<file path="src/image_proc_params.svh">
/*
 * Image coprocessor constants
 * Widths, external memory layout and the fixed GET_STATUS reply bytes.
 */
`ifndef IMAGE_PROC_PARAMS_SVH
`define IMAGE_PROC_PARAMS_SVH

// memory byte address and data word
`define IMG_ADDR_W 17
`define IMG_WORD_W 16

// pixel and image geometry
`define IMG_PIXEL_W 8
`define IMG_DIM_W 16
`define IMG_COUNT_W 32

// second 64 KB buffer
`define IMG_BUFFER2_BASE 17'd65536

// status reply, bit 0 of byte 0 is replaced by busy
`define STATUS_BYTE0 8'h11
`define STATUS_BYTE1 8'h22
`define STATUS_BYTE2 8'h33
`define STATUS_BYTE3 8'h44

`endif

</file>
<file path="src/image_proc_pkg.sv">
/*
 * Image coprocessor types
 * Host command codes, unary operation select and the two views
 * of one 16-bit memory word.
 */
`default_nettype none

`include "image_proc_params.svh"

package image_proc_pkg;

   // host command codes, the missing ones are ignored
   typedef enum logic [7:0] {
      CMD_PARAM           = 8'd0,
      CMD_SEND_IMG        = 8'd1,
      CMD_READ_IMG        = 8'd2,
      CMD_GET_STATUS      = 8'd3,
      CMD_APPLY_ADD       = 8'd4,
      CMD_APPLY_THRESHOLD = 8'd5,
      CMD_SWITCH_BUFFERS  = 8'd6,
      CMD_APPLY_INVERT    = 8'd8
   } cmd_e;

   typedef enum logic [1:0] {
      OP_ADD,
      OP_THRESHOLD,
      OP_INVERT
   } unary_op_e;

   // lo is the pixel at the even byte address
   typedef struct packed {
      logic [`IMG_PIXEL_W-1:0] hi;
      logic [`IMG_PIXEL_W-1:0] lo;
   } pixel_pair_t;

   typedef union packed {
      logic [`IMG_WORD_W-1:0] raw;
      pixel_pair_t            px;
   } mem_word_t;

endpackage

`default_nettype wire

</file>
<file path="src/host_command_fsm.sv">
/*
 * Host command decoder
 * Decodes the byte-stream commands, captures their parameters, keeps
 * the image size and buffer roles, answers GET_STATUS and starts the
 * image stream and the pixel engine.
 */
`timescale 1ns/1ps
`default_nettype none

`include "image_proc_params.svh"

module host_command_fsm (
   input  logic                          clk,
   input  logic                          reset,
   input  logic [7:0]                    comm_cmd,
   input  logic [7:0]                    comm_data_in,
   input  logic                          comm_data_in_valid,
   input  logic                          comm_data_out_free,
   input  logic                          stream_done,
   input  logic                          engine_busy,
   output logic [7:0]                    comm_data_out,
   output logic                          comm_data_out_valid,
   output logic                          stream_start,
   output logic                          stream_write,
   output logic [`IMG_ADDR_W-1:0]        stream_base,
   output logic [`IMG_COUNT_W-1:0]       pixel_count,
   output logic                          op_start,
   output image_proc_pkg::unary_op_e     op_code,
   output logic [15:0]                   add_value,
   output logic                          clamp_en,
   output logic [`IMG_PIXEL_W-1:0]       thresh_value,
   output logic [`IMG_PIXEL_W-1:0]       thresh_repl,
   output logic                          thresh_upper,
   output logic [`IMG_ADDR_W-1:0]        storage_base
);

   typedef enum logic [2:0] {F_IDLE, F_PARAM, F_ADD, F_THRESH, F_STATUS, F_STREAM} state_e;

   state_e                 state;
   logic [1:0]             idx;
   logic [`IMG_DIM_W-1:0]  width_q;
   logic [`IMG_DIM_W-1:0]  height_q;
   logic [7:0]             status_byte;

   assign pixel_count = width_q * height_q;

   always_comb begin
      case (idx)
         2'd0: begin
            status_byte = `STATUS_BYTE0;
            status_byte[0] = engine_busy;
         end
         2'd1: status_byte = `STATUS_BYTE1;
         2'd2: status_byte = `STATUS_BYTE2;
         default: status_byte = `STATUS_BYTE3;
      endcase
   end

   always_ff @(posedge clk) begin
      if (reset) begin
         state <= F_IDLE;
         idx <= '0;
         stream_start <= 1'b0;
         stream_write <= 1'b0;
         op_start <= 1'b0;
         op_code <= image_proc_pkg::OP_ADD;
         comm_data_out_valid <= 1'b0;
         width_q <= '0;
         height_q <= '0;
         stream_base <= '0;
         storage_base <= `IMG_BUFFER2_BASE;
      end else begin
         stream_start <= 1'b0;
         op_start <= 1'b0;
         comm_data_out_valid <= 1'b0;
         case (state)
            F_IDLE: if (comm_data_in_valid) begin
               idx <= '0;
               case (comm_cmd)
                  image_proc_pkg::CMD_PARAM: begin
                     state <= F_PARAM;
                     stream_base <= '0;
                     storage_base <= `IMG_BUFFER2_BASE;
                  end
                  image_proc_pkg::CMD_SEND_IMG: begin
                     state <= F_STREAM;
                     stream_start <= 1'b1;
                     stream_write <= 1'b1;
                  end
                  image_proc_pkg::CMD_READ_IMG: begin
                     state <= F_STREAM;
                     stream_start <= 1'b1;
                     stream_write <= 1'b0;
                  end
                  image_proc_pkg::CMD_GET_STATUS: state <= F_STATUS;
                  image_proc_pkg::CMD_APPLY_ADD: begin
                     state <= F_ADD;
                     op_code <= image_proc_pkg::OP_ADD;
                  end
                  image_proc_pkg::CMD_APPLY_THRESHOLD: begin
                     state <= F_THRESH;
                     op_code <= image_proc_pkg::OP_THRESHOLD;
                  end
                  image_proc_pkg::CMD_SWITCH_BUFFERS: begin
                     stream_base <= storage_base;
                     storage_base <= stream_base;
                  end
                  image_proc_pkg::CMD_APPLY_INVERT: begin
                     op_code <= image_proc_pkg::OP_INVERT;
                     op_start <= 1'b1;
                  end
                  default: ;
               endcase
            end
            // width lo, width hi, height lo, height hi
            F_PARAM: if (comm_data_in_valid) begin
               idx <= idx + 1'b1;
               case (idx)
                  2'd0: width_q[7:0] <= comm_data_in;
                  2'd1: width_q[15:8] <= comm_data_in;
                  2'd2: height_q[7:0] <= comm_data_in;
                  default: begin
                     height_q[15:8] <= comm_data_in;
                     state <= F_IDLE;
                  end
               endcase
            end
            // three bytes each, the flags byte is last
            F_ADD, F_THRESH: if (comm_data_in_valid) begin
               idx <= idx + 1'b1;
               if (idx == 2'd2) begin
                  op_start <= 1'b1;
                  state <= F_IDLE;
               end
            end
            F_STATUS: if (comm_data_out_free) begin
               comm_data_out_valid <= 1'b1;
               idx <= idx + 1'b1;
               if (idx == 2'd3) state <= F_IDLE;
            end
            F_STREAM: if (stream_done) state <= F_IDLE;
            default: state <= F_IDLE;
         endcase
      end
   end

   // operation parameters and the reply byte
   always_ff @(posedge clk) begin
      comm_data_out <= '0;
      if (state == F_STATUS && comm_data_out_free) comm_data_out <= status_byte;
      if (comm_data_in_valid && state == F_ADD) begin
         case (idx)
            2'd0: add_value[7:0] <= comm_data_in;
            2'd1: add_value[15:8] <= comm_data_in;
            default: clamp_en <= comm_data_in[0];
         endcase
      end
      if (comm_data_in_valid && state == F_THRESH) begin
         case (idx)
            2'd0: thresh_value <= comm_data_in;
            2'd1: thresh_repl <= comm_data_in;
            default: thresh_upper <= comm_data_in[0];
         endcase
      end
   end

   // while the engine runs the host may only poll the status
   a_busy_status_only: assert property (@(posedge clk) disable iff (reset)
      (state == F_IDLE && comm_data_in_valid && engine_busy)
         |-> comm_cmd == image_proc_pkg::CMD_GET_STATUS)
      else $error("host_command_fsm: command %0d accepted while busy", comm_cmd);

endmodule

`default_nettype wire

</file>
<file path="src/image_processing.sv">
/*
 * Image coprocessor top level
 * Host byte interface and 16-bit memory port around the command
 * decoder, the image stream, the pixel engine and the memory port.
 */
`timescale 1ns/1ps
`default_nettype none

`include "image_proc_params.svh"

module image_processing (
   input  logic                    clk,
   input  logic                    reset,
   output logic [`IMG_ADDR_W-1:0]  addr,
   output logic                    wr_en,
   output logic                    rd_en,
   output logic [`IMG_WORD_W-1:0]  data_write,
   input  logic [`IMG_WORD_W-1:0]  data_read,
   input  logic                    data_read_valid,
   input  logic [7:0]              comm_cmd,
   input  logic [7:0]              comm_data_in,
   input  logic                    comm_data_in_valid,
   output logic [7:0]              comm_data_out,
   output logic                    comm_data_out_valid,
   input  logic                    comm_data_out_free
);

   logic                        stream_start;
   logic                        stream_write;
   logic [`IMG_ADDR_W-1:0]      stream_base;
   logic [`IMG_COUNT_W-1:0]     pixel_count;
   logic                        stream_done;
   logic                        stream_active;
   logic                        stream_rd;
   logic                        stream_wr;
   logic [`IMG_ADDR_W-1:0]      stream_addr;
   logic [`IMG_WORD_W-1:0]      stream_wdata;
   logic [7:0]                  stream_data_out;
   logic                        stream_data_out_valid;
   logic [7:0]                  status_data;
   logic                        status_valid;
   logic                        op_start;
   image_proc_pkg::unary_op_e   op_code;
   logic [15:0]                 add_value;
   logic                        clamp_en;
   logic [`IMG_PIXEL_W-1:0]     thresh_value;
   logic [`IMG_PIXEL_W-1:0]     thresh_repl;
   logic                        thresh_upper;
   logic [`IMG_ADDR_W-1:0]      storage_base;
   logic                        engine_busy;
   logic                        eng_rd;
   logic                        eng_wr;
   logic [`IMG_ADDR_W-1:0]      eng_addr;
   logic [`IMG_WORD_W-1:0]      eng_wdata;

   // both sources hold zero when idle, never both at once
   assign comm_data_out = status_data | stream_data_out;
   assign comm_data_out_valid = status_valid | stream_data_out_valid;

   host_command_fsm u_cmd (
      .clk, .reset, .comm_cmd, .comm_data_in, .comm_data_in_valid, .comm_data_out_free,
      .stream_done, .engine_busy,
      .comm_data_out(status_data), .comm_data_out_valid(status_valid),
      .stream_start, .stream_write, .stream_base, .pixel_count,
      .op_start, .op_code, .add_value, .clamp_en, .thresh_value, .thresh_repl,
      .thresh_upper, .storage_base
   );

   image_stream u_stream (
      .clk, .reset, .stream_start, .stream_write, .stream_base, .pixel_count,
      .comm_data_in, .comm_data_in_valid, .comm_data_out_free, .data_read, .data_read_valid,
      .stream_active, .stream_done, .stream_rd, .stream_wr, .stream_addr, .stream_wdata,
      .stream_data_out, .stream_data_out_valid
   );

   pixel_unary_engine u_engine (
      .clk, .reset, .op_start, .op_code, .add_value, .clamp_en, .thresh_value,
      .thresh_repl, .thresh_upper, .storage_base, .pixel_count, .data_read,
      .data_read_valid, .engine_busy, .eng_rd, .eng_wr, .eng_addr, .eng_wdata
   );

   memory_port u_mem (
      .clk, .reset, .stream_active, .stream_rd, .stream_wr, .stream_addr, .stream_wdata,
      .eng_rd, .eng_wr, .eng_addr, .eng_wdata, .addr, .wr_en, .rd_en, .data_write
   );

endmodule

`default_nettype wire

</file>
<file path="src/image_stream.sv">
/*
 * Image byte stream
 * SEND packs host bytes into memory words and writes them to the input
 * buffer. READ fetches words and returns lo then hi under back-pressure.
 */
`timescale 1ns/1ps
`default_nettype none

`include "image_proc_params.svh"

module image_stream (
   input  logic                    clk,
   input  logic                    reset,
   input  logic                    stream_start,
   input  logic                    stream_write,
   input  logic [`IMG_ADDR_W-1:0]  stream_base,
   input  logic [`IMG_COUNT_W-1:0] pixel_count,
   input  logic [7:0]              comm_data_in,
   input  logic                    comm_data_in_valid,
   input  logic                    comm_data_out_free,
   input  logic [`IMG_WORD_W-1:0]  data_read,
   input  logic                    data_read_valid,
   output logic                    stream_active,
   output logic                    stream_done,
   output logic                    stream_rd,
   output logic                    stream_wr,
   output logic [`IMG_ADDR_W-1:0]  stream_addr,
   output logic [`IMG_WORD_W-1:0]  stream_wdata,
   output logic [7:0]              stream_data_out,
   output logic                    stream_data_out_valid
);

   typedef enum logic [2:0] {S_IDLE, S_SEND, S_RD_REQ, S_RD_WAIT, S_RD_LO, S_RD_HI} state_e;

   state_e                      state;
   logic [`IMG_ADDR_W-1:0]      addr_q;
   logic [`IMG_COUNT_W-1:0]     count_q;
   logic [`IMG_PIXEL_W-1:0]     lo_q;
   image_proc_pkg::mem_word_t   rd_word_q;
   image_proc_pkg::mem_word_t   wr_word;
   logic                        sending;
   logic                        take;
   logic                        emit;
   logic                        last_word;
   logic [`IMG_ADDR_W-1:0]      byte_addr;
   logic [`IMG_COUNT_W-1:0]     bytes_left;

   // first pixel byte may already come with the start pulse
   assign sending = stream_start ? stream_write : (state == S_SEND);
   assign byte_addr = stream_start ? stream_base : addr_q;
   assign bytes_left = stream_start ? pixel_count : count_q;
   assign take = sending && comm_data_in_valid;
   assign emit = (state == S_RD_LO || state == S_RD_HI) && comm_data_out_free;
   assign last_word = (count_q == 2);

   always_comb begin
      wr_word.px.lo = lo_q;
      wr_word.px.hi = comm_data_in;
   end

   // odd byte completes the word
   assign stream_wr = take && byte_addr[0];
   assign stream_wdata = wr_word.raw;
   assign stream_rd = (state == S_RD_REQ);
   assign stream_addr = {byte_addr[`IMG_ADDR_W-1:1], 1'b0};
   assign stream_active = stream_start || (state != S_IDLE);

   always_ff @(posedge clk) begin
      if (reset) begin
         state <= S_IDLE;
         stream_done <= 1'b0;
         stream_data_out_valid <= 1'b0;
      end else begin
         stream_done <= 1'b0;
         stream_data_out_valid <= emit;
         if (take) begin
            state <= (bytes_left == 1) ? S_IDLE : S_SEND;
            stream_done <= (bytes_left == 1);
         end else if (stream_start) begin
            state <= stream_write ? S_SEND : S_RD_REQ;
         end else begin
            case (state)
               S_RD_REQ: state <= S_RD_WAIT;
               S_RD_WAIT: if (data_read_valid) state <= S_RD_LO;
               S_RD_LO: if (comm_data_out_free) state <= S_RD_HI;
               S_RD_HI: if (comm_data_out_free) begin
                  state <= last_word ? S_IDLE : S_RD_REQ;
                  stream_done <= last_word;
               end
               default: ;
            endcase
         end
      end
   end

   always_ff @(posedge clk) begin
      stream_data_out <= '0;
      if (take) begin
         addr_q <= byte_addr + 1'b1;
         count_q <= bytes_left - 1'b1;
         if (!byte_addr[0]) lo_q <= comm_data_in;
      end else if (stream_start) begin
         addr_q <= stream_base;
         count_q <= pixel_count;
      end else if (state == S_RD_HI && comm_data_out_free) begin
         addr_q <= addr_q + 2'd2;
         count_q <= count_q - 2'd2;
      end
      if (state == S_RD_WAIT && data_read_valid) rd_word_q.raw <= data_read;
      if (emit) stream_data_out <= (state == S_RD_LO) ? rd_word_q.px.lo : rd_word_q.px.hi;
   end

endmodule

`default_nettype wire

</file>
<file path="src/memory_port.sv">
/*
 * Memory port
 * Registers the request of the active block onto the memory pins,
 * the image stream while it runs, otherwise the pixel engine.
 */
`timescale 1ns/1ps
`default_nettype none

`include "image_proc_params.svh"

module memory_port (
   input  logic                    clk,
   input  logic                    reset,
   input  logic                    stream_active,
   input  logic                    stream_rd,
   input  logic                    stream_wr,
   input  logic [`IMG_ADDR_W-1:0]  stream_addr,
   input  logic [`IMG_WORD_W-1:0]  stream_wdata,
   input  logic                    eng_rd,
   input  logic                    eng_wr,
   input  logic [`IMG_ADDR_W-1:0]  eng_addr,
   input  logic [`IMG_WORD_W-1:0]  eng_wdata,
   output logic [`IMG_ADDR_W-1:0]  addr,
   output logic                    wr_en,
   output logic                    rd_en,
   output logic [`IMG_WORD_W-1:0]  data_write
);

   always_ff @(posedge clk) begin
      if (reset) begin
         wr_en <= 1'b0;
         rd_en <= 1'b0;
      end else begin
         wr_en <= stream_active ? stream_wr : eng_wr;
         rd_en <= stream_active ? stream_rd : eng_rd;
      end
   end

   always_ff @(posedge clk) begin
      addr <= stream_active ? stream_addr : eng_addr;
      data_write <= stream_active ? stream_wdata : eng_wdata;
   end

   // the deselected block must stay off the bus
   a_engine_quiet: assert property (@(posedge clk) disable iff (reset)
      stream_active |-> !(eng_rd || eng_wr))
      else $error("memory_port: engine request during image stream");

   a_stream_quiet: assert property (@(posedge clk) disable iff (reset)
      !stream_active |-> !(stream_rd || stream_wr))
      else $error("memory_port: stream request while stream inactive");

endmodule

`default_nettype wire

</file>
<file path="src/pixel_unary_engine.sv">
/*
 * Unary pixel engine
 * Rewrites the storage buffer in place, one word at a time:
 * read, wait for data, write back with add, threshold or invert applied.
 */
`timescale 1ns/1ps
`default_nettype none

`include "image_proc_params.svh"

module pixel_unary_engine (
   input  logic                       clk,
   input  logic                       reset,
   input  logic                       op_start,
   input  image_proc_pkg::unary_op_e  op_code,
   input  logic [15:0]                add_value,
   input  logic                       clamp_en,
   input  logic [`IMG_PIXEL_W-1:0]    thresh_value,
   input  logic [`IMG_PIXEL_W-1:0]    thresh_repl,
   input  logic                       thresh_upper,
   input  logic [`IMG_ADDR_W-1:0]     storage_base,
   input  logic [`IMG_COUNT_W-1:0]    pixel_count,
   input  logic [`IMG_WORD_W-1:0]     data_read,
   input  logic                       data_read_valid,
   output logic                       engine_busy,
   output logic                       eng_rd,
   output logic                       eng_wr,
   output logic [`IMG_ADDR_W-1:0]     eng_addr,
   output logic [`IMG_WORD_W-1:0]     eng_wdata
);

   typedef enum logic [1:0] {E_IDLE, E_READ, E_WAIT, E_WRITE} state_e;

   state_e                      state;
   logic [`IMG_ADDR_W-1:0]      addr_q;
   logic [`IMG_COUNT_W-1:0]     count_q;
   image_proc_pkg::mem_word_t   rd_word;
   image_proc_pkg::mem_word_t   new_word;
   image_proc_pkg::mem_word_t   result_q;

   // signed add, saturated to 0..255 only when clamping
   function automatic logic [7:0] add_pixel(input logic [7:0] p);
      logic signed [16:0] sum;
      sum = $signed({9'd0, p}) + $signed({add_value[15], add_value});
      if (!clamp_en) return sum[7:0];
      if (sum < 0) return 8'd0;
      if (sum > 17'sd255) return 8'hff;
      return sum[7:0];
   endfunction

   function automatic logic [7:0] thresh_pixel(input logic [7:0] p);
      logic hit;
      hit = thresh_upper ? (p >= thresh_value) : (p <= thresh_value);
      return hit ? thresh_repl : p;
   endfunction

   always_comb begin
      rd_word.raw = data_read;
      new_word = rd_word;
      case (op_code)
         image_proc_pkg::OP_ADD: begin
            new_word.px.lo = add_pixel(rd_word.px.lo);
            new_word.px.hi = add_pixel(rd_word.px.hi);
         end
         image_proc_pkg::OP_THRESHOLD: begin
            new_word.px.lo = thresh_pixel(rd_word.px.lo);
            new_word.px.hi = thresh_pixel(rd_word.px.hi);
         end
         default: new_word.raw = ~rd_word.raw;
      endcase
   end

   assign engine_busy = op_start || (state != E_IDLE);
   assign eng_rd = (state == E_READ);
   assign eng_wr = (state == E_WRITE);
   assign eng_addr = addr_q;
   assign eng_wdata = result_q.raw;

   always_ff @(posedge clk) begin
      if (reset) begin
         state <= E_IDLE;
      end else begin
         case (state)
            E_IDLE: if (op_start) state <= E_READ;
            E_READ: state <= E_WAIT;
            E_WAIT: if (data_read_valid) state <= E_WRITE;
            default: state <= (count_q <= 2) ? E_IDLE : E_READ;
         endcase
      end
   end

   // two pixels per word
   always_ff @(posedge clk) begin
      if (op_start) begin
         addr_q <= storage_base;
         count_q <= pixel_count;
      end else if (state == E_WRITE) begin
         addr_q <= addr_q + 2'd2;
         count_q <= count_q - 2'd2;
      end
      if (state == E_WAIT && data_read_valid) result_q <= new_word;
   end

   a_no_restart: assert property (@(posedge clk) disable iff (reset)
      op_start |-> state == E_IDLE)
      else $error("pixel_unary_engine: op_start while an operation runs");

endmodule

`default_nettype wire

</file>
<file path="config.mk">
export PLATFORM = sky130hd
export DESIGN_NAME = image_processing
export DESIGN_NICKNAME = d
export VERILOG_FILES = /design/src/image_proc_pkg.sv /design/src/host_command_fsm.sv /design/src/image_processing.sv /design/src/image_stream.sv /design/src/memory_port.sv /design/src/pixel_unary_engine.sv
export VERILOG_INCLUDE_DIRS = /design/src /design/src/src
export SDC_FILE = /design/constraint.sdc
export NUM_CORES = 1
export LEC_CHECK = 0
export CAP_MARGIN = 20
export CORE_MARGIN = 10
export CORE_UTILIZATION = 60
export CTS_CLUSTER_DIAMETER = 150
export DETAILED_ROUTE_END_ITERATION = 10
export DONT_BUFFER_PORTS = 1
export PLACE_DENSITY = 0.79
export SYNTH_ARGS = -nofsm -noshare
export SYNTH_HDL_FRONTEND = slang
export SYNTH_SLANG_ARGS = --single-unit
</file>
<file path="constraint.sdc">
create_clock -name clk -period 7.3 [get_ports clk]
set_clock_uncertainty 0.2 [all_clocks]
set_input_delay 1.46 -clock clk [delete_from_list [all_inputs] [get_ports clk]]
set_output_delay 1.46 -clock clk [all_outputs]
set_load 0.05 [all_outputs]
</file>
# Yosys cells after proc, flatten, opt, wreduce, memory -nomap -nowiden
# Index checks and enable logic that the tools add are counted.
[totals]
ff_bits = 307
word_cells = 251
[classes]
n_addsub = 9
mul = 1
order_cmp = 9
n_eq_ne = 41
muxes = 94
bitwise_logic = 9
n_reduce_logical = 51
[ops]
columns = ["op", "count"]
rows = [
  ["32-bit 2-to-1 mux", 6],
  ["8-bit 2-to-1 mux", 15],
  ["17-bit 2-to-1 mux", 7],
  ["17-bit one-hot mux with 2 select lines", 2],
  ["32-bit by 2-bit subtractor with 32-bit output, second input constant", 2],
  ["3-bit 2-to-1 mux", 13],
  ["17-bit by 2-bit adder with 17-bit output, second input constant", 2],
  ["9-bit by 16-bit adder with 17-bit output", 2],
  ["17-bit by 9-bit greater-than comparator with 1-bit output, second input constant", 2],
  ["17-bit by 1-bit less-than comparator with 1-bit output, second input constant", 2],
  ["1-bit 2-to-1 mux", 33],
  ["32-bit by 1-bit == test with 1-bit output, second input constant", 1],
  ["32-bit by 2-bit == test with 1-bit output, second input constant", 1],
  ["32-bit by 2-bit less-or-equal comparator with 1-bit output, second input constant", 1],
  ["16-bit by 16-bit multiplier with 32-bit output", 1],
  ["16-bit one-hot mux with 2 select lines", 1],
  ["32-bit by 1-bit subtractor with 32-bit output, second input constant", 1],
  ["3-bit one-hot mux with 5 select lines", 2],
  ["8-bit by 3-bit == test with 1-bit output, second input constant", 3],
  ["7-bit one-hot mux with 3 select lines", 1],
  ["3-bit AND reduction", 7],
  ["2-bit one-hot mux with 3 select lines", 3],
  ["17-bit by 1-bit adder with 17-bit output, second input constant", 1],
  ["8-bit by 2-bit == test with 1-bit output, second input constant", 2],
  ["other kinds (35)", 103],
]

# Logic depth before layout (Yosys ltp)
[logic_depth]
ltp_word = 12
ltp_mapped = 26

# Hierarchy
# A second synthesis with hierarchy kept.
[unflattened]
cells_unflattened = 2752
hier_area_um2 = 25814.8
[modules_own_cells]
columns = ["mod", "n_inst", "cells_per_inst", "area_per_inst_um2"]
rows = [
  ["host_command_fsm", 1, 1427, 12818.5],
  ["image_stream", 1, 687, 6362.4],
  ["pixel_unary_engine", 1, 553, 5301.3],
  ["memory_port", 1, 76, 1276.2],
  ["image_processing", 1, 9, 56.3],
]

# Worst setup path before layout
# No wires, ideal clock.
[synth_timing]
path_type = "reg2reg"
from = "register u_cmd.height_q[9]"
to = "register u_stream.count_q[31], data pin"
arrival_ps = 6701
slack_ps = 126
stages_incl_launch_ff = 25
path_buffers = 3
period_less_slack_ps = 7174
path_cell_list = "dfxtp_1 clkbuf_1 clkbuf_1 nand2_1 fa_1 fa_1 inv_1 fa_1 fa_1 fa_1 inv_1 fa_1 inv_1 ha_1 clkbuf_1 nand4_1 or3_1 nor3_1 a221oi_1 a221o_1 xnor2_1 a211o_1 nor4_4 a31o_2 a31oi_1"
[synth_between]
elab_chain_len = 4
elab_cells_between_ends = 5
cone_classes = "1 x add/sub; 1 x mul; 3 x mux"
[synth_rtl]
columns = ["element", "line_no", "source"]
rows = [
  ["start, declared", "host_command_fsm.sv:42", "logic [`IMG_DIM_W-1:0] height_q;"],
  ["start signal, assigned", "host_command_fsm.sv:123", "height_q[15:8] <= comm_data_in;"],
  ["16-bit by 16-bit multiplier with 32-bit output *", "host_command_fsm.sv:45", "assign pixel_count = width_q * height_q;"],
  ["32-bit 2-to-1 mux", "image_stream.sv:51", "assign bytes_left = stream_start ? pixel_count : count_q;"],
  ["32-bit by 1-bit subtractor with 32-bit output", "image_stream.sv:100", "count_q <= bytes_left - 1'b1;"],
  ["32-bit 2-to-1 mux *", "image_stream.sv:98", "if (take) begin"],
  ["end signal, assigned", "image_stream.sv:100", ""],
  ["end signal, assigned", "image_stream.sv:104", "count_q <= pixel_count;"],
  ["end signal, assigned", "image_stream.sv:107", "count_q <= count_q - 2'd2;"],
  ["end, declared", "image_stream.sv:37", "logic [`IMG_COUNT_W-1:0] count_q;"],
]
# Mark *: on every way between the ends. The rest lies on a longest branch, timed or not.
# A chain may end at the register's enable or synchronous reset.

# Worst setup path in the final report
[layout_timing]
from = "register u_cmd.height_q[6]"
to = "register u_stream.count_q[31], data pin"
# Same word-level chain as after synthesis.

==> out/metrics.cfg <==
[finish]
nets = 3157
layout-drive-gt1-share_pct = 10.5
area_growth_pct = 9.94
final_cells = 3330
diodes = 0
finalInstanceArea_um2 = 27400

[floorplan]
fp.coreArea_um2 = 40900
num_io_pins = 81
fp.dieH_um = 224
die_x_um = 224
start_util_pct = 60.8
die_area_um2 = 50000
num_rows = 74

[yosys]
synth_cells = 2763
synth-edff-count = 172
yosysTopAreaCell = edfxtp_1
syn_area_um2 = 24900
ys.flop_type = edfxtp_1
synthesis.nets = 3147
synth-seq-cells = 303
synth_area_leaders = edfxtp_1 21%, fa_1 16%, dfxtp_1 11%
yosysWarnings = 0
avgSynthCellArea_um2 = 9.01
synth.top_cell.area_share_pct = 20.8
async_reset_ff_share_pct = 0
ys_types = 92
ys_seq_area_share_pct = 31.3

[run_status]
outcome = finished, final reports clean

[detailed_routing]
vias = 20540
first_pass_iters = 8
avgRoutedWirePerCell_um = 19.3
drt-vias-per-instance = 6.17
drc = 0
routed_wl_mm = 64.4
antenna_left = 0
drtIter0Drc = 1978

[worst_setup_path]
cp-end-kind = register
cp_num_buf_inv = 4
slowest_delay_ns = 0.56
cp_common_cell = fa_1
path_cells = and2_1, fa_1, inv_1, fa_1, inv_1, fa_1, fa_1, fa_1, inv_1, fa_1, inv_1, ha_2, nand4_1, or3_4, nor3_1, a221oi_1, a221o_1, xnor2_1, a211o_1, nor4_4, a31o_2, a31oi_1
cpLargestDelayFamily = adder cells
required_ns = 7.37
worstPathArrival_ns = 7.24
critPathSlowestCell = fa_1
path_class = reg -> reg
path_max_fanout = 13
startpoint_type = register

[sta]
post-route-period-util_pct = 98.2
slew_headroom_pct = 32.4
slew_violations = 0
setup_viol = 0
tightest_slew_ns = 1.01
hold_viol = 0
fmax_mhz = 140
period_minus_slack_ns = 7.17
fin_tns_setup_ns = 0

[clocking]
cts_buffers = 34
clockBufferDepth = 3
cts_tree = built
h-tree-depth = 2
cts.reportedPaths.clkPinSlew_ns = 0.07
cts-root-buf = clkbuf_16
clock_sinks = 303
clk_latency_ns = 0.55

[placed_design]
dp_hpwl_mm = 47.7
gp_congestion = 0.950
numPortBuffers = 0
dp_cells = 3257
placed_area_um2 = 25800

[run]
cap_violations = 0

[worst_hold_path]
hp-class = reg -> reg

[grt]
grt_max_degree = 92
overflow = 0
antenna_found_initial = 0
grt.total_usage_pct = 25.0
grt_pass1_wl_mm = 104
grt_pass1_vias = 20495

[power]
powerDensity_nw_per_um2 = 182
p_leak_uw = 0.0110
ir_drop_mv = 0.184

## per-stage QoR
stage               power, uW  util, %  setup slack [ns]  hold WS, ns
floorplan                3010        -             0.126        0.208
detailed placement       3240     63.0            -0.197        0.221
global route             5150     66.8           -0.0631        0.262
CTS                      4980     65.8           0.00341        0.231
global placement         3210     62.9            0.0188        0.214
finish                   4970     66.8             0.132        0.231
## state kept, by name, summed over array words and instances (netlist names), 3 cells and up
| register | count |
|---|---|
| u_mem.data_write | 16 |
| u_stream.addr_q | 17 |
| u_stream.state | 3 |
| u_cmd.storage_base | 17 |
| u_stream.count_q | 32 |
| u_cmd.width_q | 16 |
| u_cmd.comm_data_out | 4 |
| u_stream.stream_data_out | 8 |
| u_cmd.state | 3 |
| u_stream.rd_word_q | 16 |
| u_engine.eng_wdata | 16 |
| u_engine.count_q | 32 |
| u_cmd.height_q | 16 |
| u_mem.addr | 17 |
| u_cmd.add_value | 16 |
| u_cmd.stream_base | 17 |
| u_cmd.thresh_value | 8 |
| u_cmd.thresh_repl | 8 |
| u_stream.lo_q | 8 |
| u_engine.eng_addr | 17 |
## what timing repair did
action                                  CTS  global route
endpoints found under the setup margin   12            17
pin swaps                                 0            17
buffers inserted                          0             9
cloned                                    0             0
resized for setup                        14            83
hold buffers                              0             0
## layout make-up
| cell class | count | area, um2 |
|---|---|---|
| multi-input cells | 2039 | 15800 |
| inverters | 289 | 1080 |
| clock buffers | 50 | 1030 |
| clock inverters | 11 | 109 |
| repair buffers | 106 | 801 |
| flip-flops and latches | 303 | 7850 |
| fillers | 3167 | 13600 |
| well taps | 532 | 666 |
## synth_stat cells, types with 18 or more instances
master,n
inv_1,288
xnor2_1,69
nand2_1,382
a22oi_1,37
xor2_1,42
a211oi_1,22
nand4_1,26
nor3_1,56
nand3_1,82
nand2b_1,21
edfxtp_1,172
fa_1,196
a21oi_1,178
nor4_1,19
a21o_1,18
nor2_1,199
mux2i_1,48
dfxtp_1,131
clkbuf_1,106
or3_1,18
nor2b_1,28
o211ai_1,30
and2_1,121
ha_1,151
o21ai_0,94
## report_power, final
part           leakage [uW]  internal, uW  switching, uW
Clock              0.000565          1030            724
Sequential          0.00258          2000            455
Combinational       0.00789           265            507
Total                0.0110          3290           1690
## cell families (layout without fill, tap and decap cells)
family                     Yosys count  count (layout)  synth area share (%)
and+or+nand+nor                   1029            1029                  20.0
buffers and inverters              421             456                  6.49
adders and majority gates          347             347                  23.4
xor gates and xnor gates           111             111                  3.91
muxes                               55              55                  2.29
DFF                                303             303                  31.3
AOI/OAI and AO/OA                  497             497                  12.7
## worst min-delay path: stages (launching register included)
cell      delay, ns
edfxtp_1       0.32
nand2_1        0.05
nand2_1        0.05
## layout by cell type (no fill, tap or decap), drive strengths merged, types with 27 or more instances in the layout
cell type and instances:
nand3 83, and2 121, buf 105, xnor2 69, o21ai 104, a21oi 181, a22oi 37, clkbuf 51
nor3 58, ha 151, dfxtp 131, nand2 382, nor2b 29, edfxtp 172, nand4 27, xor2 42
mux2i 48, nor2 199, o211ai 30, inv 291, fa 196
## routing by layer
layer	vias to the layer above	track usage, %	part of all wire (%)
met1	10080	31.7	40
met2	877	42.1	49
met3	192	3.62	7.1
met5	-	0	0
li1	9391	-	-
met4	0	10.0	3.8
## worst paths after layout
path,cells past startpoint,slack (ns),start,end
worst max-delay path,22,0.13,u_cmd.height_q[6],u_stream.count_q[31]
worst min register to register,2,0.23,u_engine.eng_wdata[12],u_mem.data_write[12]
worst min-delay path,2,0.23,u_engine.eng_wdata[12],u_mem.data_write[12]
worst max register to register,22,0.13,u_cmd.height_q[6],u_stream.count_q[31]
Note: power is estimated with default switching activity, not from simulation.
